`src/common/lc3b_pkg.sv`:
```
`default_nettype none

package lc3b_pkg;

    typedef logic [15:0] lc3b_word;

    // standard LC-3b opcode encodings.
    typedef enum logic [3:0] {
        op_br   = 4'b0000,
        op_add  = 4'b0001,
        op_ldb  = 4'b0010,
        op_stb  = 4'b0011,
        op_jsr  = 4'b0100,
        op_and  = 4'b0101,
        op_ldr  = 4'b0110,
        op_str  = 4'b0111,
        op_rti  = 4'b1000,
        op_not  = 4'b1001,
        op_ldi  = 4'b1010,
        op_sti  = 4'b1011,
        op_jmp  = 4'b1100,
        op_shf  = 4'b1101,
        op_lea  = 4'b1110,
        op_trap = 4'b1111
    } lc3b_opcode;

    typedef logic [2:0] lc3b_nzp; // n in bit 2, z in bit 1, p in bit 0.

    // a branch reads bits 11:9 as the nzp mask.
    typedef struct packed {
        lc3b_opcode  opcode;
        lc3b_nzp     nzp;
        logic [8:0]  offset;
    } lc3b_br_view;

    // a shift reads bit 5 as arithmetic and bit 4 as right.
    typedef struct packed {
        lc3b_opcode  opcode;
        logic [2:0]  dr;
        logic [2:0]  sr;
        logic        a;
        logic        d;
        logic [3:0]  imm4;
    } lc3b_shf_view;

    // one instruction word with two field layouts over the same bits.
    typedef union packed {
        lc3b_br_view  br;
        lc3b_shf_view shf;
    } lc3b_instr;

endpackage

`default_nettype wire

```
`src/mem_stage/mem_access_ctrl.sv`:
```
`default_nettype none

module mem_access_ctrl (
    input  wire logic              clk,
    input  wire logic              br_count_reset,
    input  wire logic              instr_valid,
    input  wire lc3b_pkg::lc3b_instr instruction,
    input  wire logic              mem_resp,
    input  wire logic              addr_lsb,
    output logic                   mem_read,
    output logic                   mem_write,
    output logic [1:0]             mem_wmask,
    output logic                   stall,
    output logic                   done,
    output logic                   indirect_phase
);

    import lc3b_pkg::*;

    logic acc_read;      // access kind decoded from the opcode.
    logic acc_write;
    logic acc_byte;
    logic acc_ind;
    logic mem_op;
    logic final_access;

    always_comb begin
        acc_read  = 1'b0;
        acc_write = 1'b0;
        acc_byte  = 1'b0;
        acc_ind   = 1'b0;
        case (instruction.br.opcode)
            op_ldr: acc_read = 1'b1;
            op_ldb: begin
                acc_read = 1'b1;
                acc_byte = 1'b1;
            end
            op_str: acc_write = 1'b1;
            op_stb: begin
                acc_write = 1'b1;
                acc_byte  = 1'b1;
            end
            // the pointer fetch is a read, the second access depends on the phase.
            op_ldi: begin
                acc_read = 1'b1;
                acc_ind  = 1'b1;
            end
            op_sti: begin
                acc_read  = ~indirect_phase;
                acc_write = indirect_phase;
                acc_ind   = 1'b1;
            end
            default: ;
        endcase
    end

    assign mem_op       = instr_valid & (acc_read | acc_write);
    assign final_access = mem_op & (~acc_ind | indirect_phase);

    assign mem_read  = instr_valid & acc_read;
    assign mem_write = instr_valid & acc_write;

    // byte stores enable only the lane picked by the low address bit.
    assign mem_wmask = (acc_write & acc_byte) ? (addr_lsb ? 2'b10 : 2'b01) : 2'b11;

    assign stall = mem_op & ~(final_access & mem_resp);
    assign done  = instr_valid & (~mem_op | (final_access & mem_resp));

    // sets on the pointer response and clears on the final response.
    always_ff @(posedge clk) begin
        if (br_count_reset) begin
            indirect_phase <= 1'b0;
        end else if (instr_valid && acc_ind && mem_resp) begin
            indirect_phase <= ~indirect_phase;
        end
    end

endmodule

`default_nettype wire

```
`src/mem_stage/mem_data_path.sv`:
```
`default_nettype none

module mem_data_path (
    input  wire logic                clk,
    input  wire logic                br_count_reset,
    input  wire lc3b_pkg::lc3b_instr instruction,
    input  wire logic                indirect_phase,
    input  wire logic                mem_resp,
    input  wire lc3b_pkg::lc3b_word  alu_out,
    input  wire lc3b_pkg::lc3b_word  pc_out,
    input  wire lc3b_pkg::lc3b_word  br_add_out,
    input  wire lc3b_pkg::lc3b_word  sr1_out,
    input  wire lc3b_pkg::lc3b_word  sr2_out,
    input  wire lc3b_pkg::lc3b_word  mem_rdata,
    output lc3b_pkg::lc3b_word       mem_address,
    output logic                     addr_lsb,
    output lc3b_pkg::lc3b_word       mem_wdata,
    output lc3b_pkg::lc3b_word       regfile_data
);

    import lc3b_pkg::*;

    lc3b_opcode opcode;
    lc3b_word   indirect_addr;
    lc3b_word   shift_out;
    logic [7:0] load_byte;
    logic       is_ind;

    assign opcode = instruction.br.opcode;
    assign is_ind = (opcode == op_ldi) || (opcode == op_sti);

    // captures the pointer returned by the first LDI or STI read.
    always_ff @(posedge clk) begin
        if (br_count_reset) begin
            indirect_addr <= '0;
        end else if (mem_resp && is_ind && !indirect_phase) begin
            indirect_addr <= mem_rdata;
        end
    end

    assign mem_address = indirect_phase ? indirect_addr : alu_out;
    assign addr_lsb    = mem_address[0];

    always_comb begin
        if (opcode == op_stb) begin
            mem_wdata = addr_lsb ? {sr2_out[7:0], 8'h00} : {8'h00, sr2_out[7:0]};
        end else begin
            mem_wdata = sr2_out;
        end
    end

    assign load_byte = addr_lsb ? mem_rdata[15:8] : mem_rdata[7:0];

    always_comb begin
        if (!instruction.shf.d) begin
            shift_out = sr1_out << instruction.shf.imm4;
        end else if (!instruction.shf.a) begin
            shift_out = sr1_out >> instruction.shf.imm4;
        end else begin
            shift_out = $signed(sr1_out) >>> instruction.shf.imm4; // sign fills from the top.
        end
    end

    always_comb begin
        case (opcode)
            op_add, op_and, op_not: regfile_data = alu_out;
            op_ldr, op_ldi:         regfile_data = mem_rdata;
            op_ldb:                 regfile_data = {8'h00, load_byte};
            op_lea:                 regfile_data = br_add_out;
            op_jsr:                 regfile_data = pc_out; // link value for R7.
            op_shf:                 regfile_data = shift_out;
            default:                regfile_data = '0;
        endcase
    end

endmodule

`default_nettype wire

```
`src/source/cc_branch_unit.sv`:
```
`default_nettype none

module cc_branch_unit (
    input  wire logic                clk,
    input  wire logic                br_count_reset,
    input  wire logic                instr_valid,
    input  wire lc3b_pkg::lc3b_instr instruction,
    input  wire logic                done,
    input  wire logic                load_cc,
    input  wire lc3b_pkg::lc3b_word  regfile_data,
    output logic                     br_en
);

    import lc3b_pkg::*;

    lc3b_nzp gen_cc;
    lc3b_nzp cc;

    // the result sets exactly one of n, z and p.
    always_comb begin
        gen_cc[2] = regfile_data[15];
        gen_cc[1] = (regfile_data == '0);
        gen_cc[0] = ~regfile_data[15] & (regfile_data != '0);
    end

    always_ff @(posedge clk) begin
        if (br_count_reset) begin
            cc <= 3'b010; // the codes come out of reset as zero.
        end else if (done && load_cc) begin
            cc <= gen_cc;
        end
    end

    assign br_en = instr_valid && (instruction.br.opcode == op_br)
                   && ((cc & instruction.br.nzp) != 3'b000);

endmodule

`default_nettype wire

```
`src/source/mem_stage_top.sv`:
```
`default_nettype none

module mem_stage_top #(
    parameter int cnt_width = 16
) (
    input  wire logic                clk,
    input  wire logic                br_count_reset,
    input  wire logic                instr_valid,
    input  wire lc3b_pkg::lc3b_instr instruction,
    input  wire lc3b_pkg::lc3b_word  alu_out,
    input  wire lc3b_pkg::lc3b_word  pc_out,
    input  wire lc3b_pkg::lc3b_word  br_add_out,
    input  wire lc3b_pkg::lc3b_word  sr1_out,
    input  wire lc3b_pkg::lc3b_word  sr2_out,
    input  wire logic                load_cc,
    input  wire logic                mem_resp,
    input  wire lc3b_pkg::lc3b_word  mem_rdata,
    input  wire logic                br_clear,
    input  wire logic                taken_clear,
    input  wire logic                stall_clear,
    output logic                     mem_read,
    output logic                     mem_write,
    output logic [1:0]               mem_wmask,
    output lc3b_pkg::lc3b_word       mem_address,
    output lc3b_pkg::lc3b_word       mem_wdata,
    output lc3b_pkg::lc3b_word       regfile_data,
    output logic                     br_en,
    output logic                     stall,
    output logic                     done,
    output logic [cnt_width-1:0]     br_count,
    output logic [cnt_width-1:0]     br_taken_count,
    output logic [cnt_width-1:0]     stall_count
);

    logic indirect_phase;
    logic addr_lsb; // the address is chosen in the data path.

    mem_access_ctrl u_access_ctrl (
        .clk            (clk),
        .br_count_reset (br_count_reset),
        .instr_valid    (instr_valid),
        .instruction    (instruction),
        .mem_resp       (mem_resp),
        .addr_lsb       (addr_lsb),
        .mem_read       (mem_read),
        .mem_write      (mem_write),
        .mem_wmask      (mem_wmask),
        .stall          (stall),
        .done           (done),
        .indirect_phase (indirect_phase)
    );

    mem_data_path u_data_path (
        .clk            (clk),
        .br_count_reset (br_count_reset),
        .instruction    (instruction),
        .indirect_phase (indirect_phase),
        .mem_resp       (mem_resp),
        .alu_out        (alu_out),
        .pc_out         (pc_out),
        .br_add_out     (br_add_out),
        .sr1_out        (sr1_out),
        .sr2_out        (sr2_out),
        .mem_rdata      (mem_rdata),
        .mem_address    (mem_address),
        .addr_lsb       (addr_lsb),
        .mem_wdata      (mem_wdata),
        .regfile_data   (regfile_data)
    );

    cc_branch_unit u_cc_branch (
        .clk            (clk),
        .br_count_reset (br_count_reset),
        .instr_valid    (instr_valid),
        .instruction    (instruction),
        .done           (done),
        .load_cc        (load_cc),
        .regfile_data   (regfile_data),
        .br_en          (br_en)
    );

    perf_counters #(
        .cnt_width (cnt_width)
    ) u_perf_counters (
        .clk            (clk),
        .br_count_reset (br_count_reset),
        .instruction    (instruction),
        .done           (done),
        .br_en          (br_en),
        .stall          (stall),
        .br_clear       (br_clear),
        .taken_clear    (taken_clear),
        .stall_clear    (stall_clear),
        .br_count       (br_count),
        .br_taken_count (br_taken_count),
        .stall_count    (stall_count)
    );

endmodule

`default_nettype wire

```
`src/source/perf_counters.sv`:
```
`default_nettype none

module perf_counters #(
    parameter int cnt_width = 16
) (
    input  wire logic                clk,
    input  wire logic                br_count_reset,
    input  wire lc3b_pkg::lc3b_instr instruction,
    input  wire logic                done,
    input  wire logic                br_en,
    input  wire logic                stall,
    input  wire logic                br_clear,
    input  wire logic                taken_clear,
    input  wire logic                stall_clear,
    output logic [cnt_width-1:0]     br_count,
    output logic [cnt_width-1:0]     br_taken_count,
    output logic [cnt_width-1:0]     stall_count
);

    import lc3b_pkg::*;

    logic br_event;

    // a clear beats an increment in the same cycle.
    function automatic logic [cnt_width-1:0] next_count(
        input logic [cnt_width-1:0] cur,
        input logic                 clr,
        input logic                 inc
    );
        if (clr) begin
            return '0;
        end
        return inc ? cur + 1'b1 : cur; // wraps at the top.
    endfunction

    assign br_event = done && (instruction.br.opcode == op_br);

    always_ff @(posedge clk) begin
        if (br_count_reset) begin
            br_count       <= '0;
            br_taken_count <= '0;
            stall_count    <= '0;
        end else begin
            br_count       <= next_count(br_count, br_clear, br_event);
            br_taken_count <= next_count(br_taken_count, taken_clear, done && br_en);
            stall_count    <= next_count(stall_count, stall_clear, stall);
        end
    end

endmodule

`default_nettype wire
```
`config.mk`:
```
export PLATFORM = sky130hd
export DESIGN_NAME = mem_stage_top
export DESIGN_NICKNAME = d
export VERILOG_FILES = /design/src/common/lc3b_pkg.sv /design/src/mem_stage/mem_access_ctrl.sv /design/src/mem_stage/mem_data_path.sv /design/src/source/cc_branch_unit.sv /design/src/source/mem_stage_top.sv /design/src/source/perf_counters.sv
export SDC_FILE = /design/constraint.sdc
export NUM_CORES = 1
export LEC_CHECK = 0
export BUFFER_PORTS_ARGS = -buffer_cell sky130_fd_sc_hd__buf_2
export CAP_MARGIN = 20
export CORE_MARGIN = 3
export CORE_UTILIZATION = 52
export CTS_BUF_LIST = sky130_fd_sc_hd__clkbuf_4 sky130_fd_sc_hd__clkbuf_8
export CTS_CLUSTER_DIAMETER = 120
export CTS_CLUSTER_SIZE = 12
export DETAILED_ROUTE_END_ITERATION = 10
export GPL_TIMING_DRIVEN = 1
export HOLD_SLACK_MARGIN = 0.06
export PLACE_DENSITY = 0.8
export SYNTH_ARGS = -nofsm -noshare
export SYNTH_HDL_FRONTEND = slang
export SYNTH_SLANG_ARGS = --single-unit
```
`constraint.sdc`:
```
create_clock -name clk -period 3.35 [get_ports clk]
set_input_delay 0.67 -clock clk [delete_from_list [all_inputs] [get_ports clk]]
set_output_delay 0.67 -clock clk [all_outputs]
set_load 0.01 [all_outputs]
```
==> impl_metrics.ini, run 1 <==
[logic_synthesis]
synth-edff-count = 0
ys_seq_area_frac = 0.226
async_reset_ff_frac = 0
synth_fp_nets = 830
synth_warnings = 0
yosysTopAreaCellShare = 0.226
synth-main-ff-cell = dfxtp_1
synth_seq_cells = 68
syn-cell-area_um2 = 6020
synth_area_leader_cell = dfxtp_1
syn_avg_cell_area_um2 = 8.52
synth.most_common_cell = nor2_1
synthTopCellsByArea = dfxtp_1, mux4_2, mux2i_1
synth_common_cells = nor2_1, dfxtp_1, mux2i_1
ys_types = 78
syn_inst = 707

[final_layout]
regArea_um2 = 1360
utilization = 0.689
finalInstanceArea_um2 = 7630
layout-drive-gt1-share = 0.375
fillers = 970
areaGrowthSynthToFinish_pct = 26.8
finalNetCount = 1048
multi_input_area_um2 = 4330
antennaDiodeCount = 0

[clock_tree]
ctsRootBufferMaster = clkbuf_8
cts_sinks = 68
cts.path.max_buffers = 2
insertion_delay_ps = 340
cts_buffers = 9
cts_htree_levels = 3
cts_tree = built
path_clk_slew_ps = 90
postCtsHoldBufs = 0

[critical_path]
critPathSlowestCell = mux4_2
worst-r2r-setup-slack_ps = 620
crit_path_frequent_cell = buf_2
cp_num_buf_inv = 3
cp.arrival_ps = 2580
start_kind = input port
critPathTopFamily = simple AND/OR/NAND/NOR gates
slowest_delay_ps = 480
end_kind = output port
cp_max_fo = 9
path_class = in -> out
cp_data_required_time_ps = 2680
cp_cell_sequence = buf_2 > buf_12 > mux4_2 > and2_0 > o211ai_1 > nand4_1 > or2_2 > buf_2

[global_route]
grt_antenna_before_repair = 0
grt_pass1_vias = 6409
grt-ovfl-total = 0
gr-usage-all-layers = 0.318
grt_pass1_wl_mm = 33.0
grt_max_degree = 44

[route]
dr.pass1.iters = 5
wl_per_cell_um = 19.8
drt-vias-per-instance = 6.23
drc = 0
ant_nets = 0
num_vias = 6668
drt_first_iter_violations = 986
wirelength_mm = 21.2

[floorplanning]
rows = 38
die-area_um2 = 12900
die_x_um = 114
coreArea_um2 = 11100
start_util = 0.543
die_h_um = 114
pin_count = 223

[sta]
relSlewSlack = 0.469
setup-tns-final_ps = 0
grt_setup_unrepaired = no
finalCriticalPeriod_ps = 3250
setup-violations-final = 0
finalClockSkew_ps = 10.1
fmax_mhz = 308
tightestPinTransition_ps = 790
maxSlewViolCount = 0
finalHoldViolCount = 0
fin_crit_sh = 0.970

[power]
p_int_uw = 1550
pwr-share-comb = 0.298
clkPwrFrac = 0.344
p_switching_uw = 738
p_sw_frac = 0.323
ir_drop_mv = 0.295
power_leakage_uw = 0.00333
power_density_nw_per_um2 = 300
power.share.sequential = 0.358

[placement]
hpwl_mm = 16.6
postPlaceCellArea_um2 = 7390
io_buffers = 219
finalWeightedCongestion = 1.04

[status]
outcome = complete, no violations

[job]
drv_cap = 0

[hold_path]
hold_path_class = reg -> reg
-- power groups by stage --
stage	Sequential (uW)	Clock [uW]	Combinational, uW
5_1_grt	821	828	727
3_3_place_gp	838	0	664
2_1_floorplan	837	0	397
4_1_cts	819	791	668
6_report	819	787	682
3_5_place_dp	838	0	665
-- layout make-up --
type,count,area share
Inverter,14,0.00689
Clock inverter,7,0.0130
Multi-Input combinational cell,567,0.567
Clock buffer,9,0.0162
Sequential cell,68,0.178
Timing Repair Buffer,265,0.195
Tap cell,140,0.0230
-- metrics by stage --
step / instances / total power, uW / setup WS (ps) / hold slack, ps
after floorplan: 707 / 1230 / 175 / 454
after global placement: 1054 / 1500 / 107 / 471
after detailed placement: 1054 / 1500 / 65.1 / 480
after CTS: 1070 / 2280 / 109 / 500
after global routing: 1070 / 2380 / 23.5 / 537
final: 1070 / 2290 / 101 / 500
-- timing repair --
action | CTS | global route
gates resized for setup | 0 | 3
setup buffers | 0 | 0
setup endpoints to repair | 0 | 3
-- worst register-to-register path, stage by stage (launching register included) --
cell and delay [ps]:
dfxtp_1 400, mux2i_4 260, inv_2 120, mux2i_1 230, o32ai_1 140, or4_4 500, or4_4 570, nor4_4 260
a311oi_1 130
-- cell usage in the layout (no fill, tap or decap), types with 16 or more instances in the layout --
master	count
xor2_1	30
nand2_1	50
nand3_1	21
nor2_1	90
nor2b_1	17
a22o_1	17
nand4_1	20
dfxtp_1	68
buf_2	219
mux2i_1	53
buf_4	42
and3_1	16
mux4_2	25
mux2_2	23
-- kinds of logic (layout without fill, tap and decap cells) --
kind of cell,count (synthesis),in the layout,share of synthesized area
AOI/OAI and AO/OA,134,134,0.169
xor gates and xnor gates,43,43,0.0626
adders and majority gates,3,3,0.00624
buffers and inverters,72,295,0.0582
DFF,68,68,0.226
muxes,104,104,0.237
and+or+nand+nor,283,283,0.241
-- state kept, by name, indices dropped and copies added, names as in the netlist --
register / cells
u_data_path.indirect_addr: 16
u_access_ctrl.indirect_phase: 1
u_perf_counters.stall_count: 16
u_perf_counters.br_taken_count: 16
u_perf_counters.br_count: 16
u_cc_branch.cc: 3
-- per-layer routing --
| layer | vias up | track usage | share of wire |
|---|---|---|---|
| met5 | - | 0 | 0 |
| met4 | 0 | 0.135 | 0.040 |
| met3 | 70 | 0.0605 | 0.090 |
| met2 | 401 | 0.498 | 0.46 |
| met1 | 3112 | 0.429 | 0.41 |
| li1 | 3085 | - | - |
-- final timing paths --
kind / endpoint / depth (start not counted) / startpoint
setup / recovery: regfile_data[3] / 8 / instruction[0]
hold reg to reg: u_data_path.indirect_addr[12]$_SDFFE_PP0P_ / 2 / u_data_path.indirect_addr[12]$_SDFFE_PP0P_
hold / removal: u_data_path.indirect_addr[12]$_SDFFE_PP0P_ / 2 / u_data_path.indirect_addr[12]$_SDFFE_PP0P_
setup reg to reg: u_cc_branch.cc[0]$_SDFFE_PP0P_ / 8 / u_access_ctrl.indirect_phase$_SDFFE_PP0P_
Note: power is estimated with default switching activity, not from simulation.
==> inputs of run 2 (changes only) <==
--- a/config.mk
+++ b/config.mk
@@ -5,17 +5,18 @@
 export SDC_FILE = /design/constraint.sdc
 export NUM_CORES = 1
 export LEC_CHECK = 0
+export ABC_AREA = 1
 export BUFFER_PORTS_ARGS = -buffer_cell sky130_fd_sc_hd__buf_2
 export CAP_MARGIN = 20
 export CORE_MARGIN = 3
-export CORE_UTILIZATION = 52
+export CORE_UTILIZATION = 51
 export CTS_BUF_LIST = sky130_fd_sc_hd__clkbuf_4 sky130_fd_sc_hd__clkbuf_8
 export CTS_CLUSTER_DIAMETER = 120
 export CTS_CLUSTER_SIZE = 12
 export DETAILED_ROUTE_END_ITERATION = 10
 export GPL_TIMING_DRIVEN = 1
 export HOLD_SLACK_MARGIN = 0.06
-export PLACE_DENSITY = 0.8
+export PLACE_DENSITY = 0.79
 export SYNTH_ARGS = -nofsm -noshare
 export SYNTH_HDL_FRONTEND = slang
 export SYNTH_SLANG_ARGS = --single-unit
==> run 2 against run 1 <==
Effect of this change: non-clock buffer count down 35; critical path depth grew 5; sequential cell count did not move; maximum frequency is 6.5% higher; global-route usage fell by 2.7 points; core utilization down 4.1 points; largest cell class unchanged; largest power group unchanged.
==> impl_metrics.ini, run 2 <==
[sta]
finalHoldViolCount = 0
fin_crit_sh = 0.910
setup-violations-final = 0
maxSlewViolCount = 0
fin_hold_ws_ps = 450
finalClockSkew_ps = 12.3
fmax_mhz = 328
finalCriticalPeriod_ps = 3050
relSlewSlack = 0.554
setup-tns-final_ps = 0
tightestPinTransition_ps = 667
grt_setup_unrepaired = no

[logic_synthesis]
syn_avg_cell_area_um2 = 5.78
ys_seq_area_frac = 0.235
ys_types = 46
yosysTopAreaCellShare = 0.235
synth_area_leader_cell = dfxtp_1
syn-cell-area_um2 = 5790
async_reset_ff_frac = 0
synth_seq_cells = 68
synthTopCellsByArea = dfxtp_1, nand2_1, nand3_1
synth_common_cells = nand2_1, nand3_1, inv_1
synth-edff-count = 0
syn_inst = 1002
synth_fp_nets = 1125
synth-main-ff-cell = dfxtp_1
synth.most_common_cell = nand2_1
synth_warnings = 0

[clock_tree]
ctsRootBufferMaster = clkbuf_8
cts_setup_buffers = 0
insertion_delay_ps = 360
cts.path.max_buffers = 2
cts_tree = built
cts_htree_levels = 3
cts_buffers = 9
postCtsHoldBufs = 0
cts-resized-gates = 0
cts_sinks = 68
path_clk_slew_ps = 70

[hold_path]
worstHoldPathCells = 2
hold_end = u_data_path.indirect_addr[0]$_SDFFE_PP0P_
hold_path_class = reg -> reg
worstHoldStart = u_data_path.indirect_addr[0]$_SDFFE_PP0P_

[floorplanning]
start_util = 0.527
rows = 38
die_h_um = 113
die_x_um = 113
die-area_um2 = 12700
pin_count = 223
coreArea_um2 = 11000

[final_layout]
layout-drive-gt1-share = 0.254
final_cell_mix = nand2_1, buf_2, nand3_1
final_common_cell = nand2_1
areaGrowthSynthToFinish_pct = 22.8
utilization = 0.648
antennaDiodeCount = 0
finalNetCount = 1327

[critical_path]
cp.arrival_ps = 2380
worst-r2r-setup-slack_ps = 1060
reg2reg_depth = 14
timing.rr.end = u_cc_branch.cc[0]$_SDFFE_PP0P_
reg2reg_from = u_access_ctrl.indirect_phase$_SDFFE_PP0P_
start_kind = input port
end_kind = output port
cp_max_fo = 19
cp_data_required_time_ps = 2680
path_class = in -> out

[job]
drv_cap = 0

[route]
drt-vias-per-instance = 5.41
ant_nets = 0
drc = 0
num_vias = 7297
wl_per_cell_um = 14.2
dr.pass1.iters = 5
drt_first_iter_violations = 583
wirelength_mm = 19.2

[power]
power_leakage_uw = 0.00359
power.share.sequential = 0.392
power_density_nw_per_um2 = 296
p_int_uw = 1380
p_sw_frac = 0.345
ir_drop_mv = 0.221
clkPwrFrac = 0.331
p_switching_uw = 726
pwr-share-comb = 0.277

[placement]
finalWeightedCongestion = 0.983
hpwl_mm = 15.1
io_buffers = 219

[global_route]
grt-ovfl-total = 0
grt_pass1_wl_mm = 30.6
grt_antenna_before_repair = 1
grt_max_degree = 33
grt_pass1_vias = 6542
gr-usage-all-layers = 0.291

[status]
outcome = complete, no violations
## run 2: layout make-up
cell class              count  area [um^2]
clock inverters             7         75.1
flip-flops and latches     68         1360
inverters                 127          484
clock buffers               9          124
fillers                  1135         3870
repair buffers            230         1190
well taps                 140          175
multi-input cells         768         3700
## run 2: worst max-delay path by stage
stage                     slack (ps)            from         endpoint
after CTS                        330  instruction[0]  regfile_data[1]
after detailed placement         330  instruction[0]  regfile_data[1]
after global routing             100  instruction[0]  regfile_data[1]
after global placement           340  instruction[0]  regfile_data[1]
after floorplan                  990  instruction[0]  regfile_data[2]
final                            300  instruction[0]  regfile_data[1]
## run 2: logic make-up after synthesis
group | Yosys count | share of synthesized area
simple gates | 564 | 0.439
flops | 68 | 0.235
compound gates | 200 | 0.192
fa+ha+maj | 3 | 0.00648
xor+xnor | 1 | 0.00151
buf+inv | 166 | 0.126
## run 2: per-layer routing
layer  track usage  vias to the layer above  share of wire
met4        0.0994                        2          0.028
met1         0.368                     3212           0.41
met5             0                        -        0.00068
li1              -                     3701              -
met3        0.0625                       48          0.090
met2         0.489                      334           0.47
## run 2: power by group through the flow
stage	combinational (uW)	sequential, uW	clock, uW
after floorplan	366	841	0
after detailed placement	572	843	0
after global placement	570	843	0
after CTS	575	824	711
after global routing	650	825	732
final	583	824	696
## run 2: worst max-delay path: stages
cell and delay (ps):
buf_2 330, inv_6 170, nand2_1 170, nand3_1 130, nand3_2 120, nand3_1 80
nand2_1 110, nand2_1 50, nand2_1 70, nand2_1 60, a21oi_1 220, inv_1 60
buf_2 140
## run 2: through the flow
step / setup slack (ps) / power (uW) / instance area (um^2) / std cells
after floorplan: 993 / 1210 / 5790 / 1002
after global placement: 339 / 1410 / 6920 / 1333
after detailed placement: 334 / 1410 / 6920 / 1333
after CTS: 333 / 2110 / 7110 / 1349
after global routing: 98.2 / 2210 / 7110 / 1349
final: 300 / 2100 / 7110 / 1349
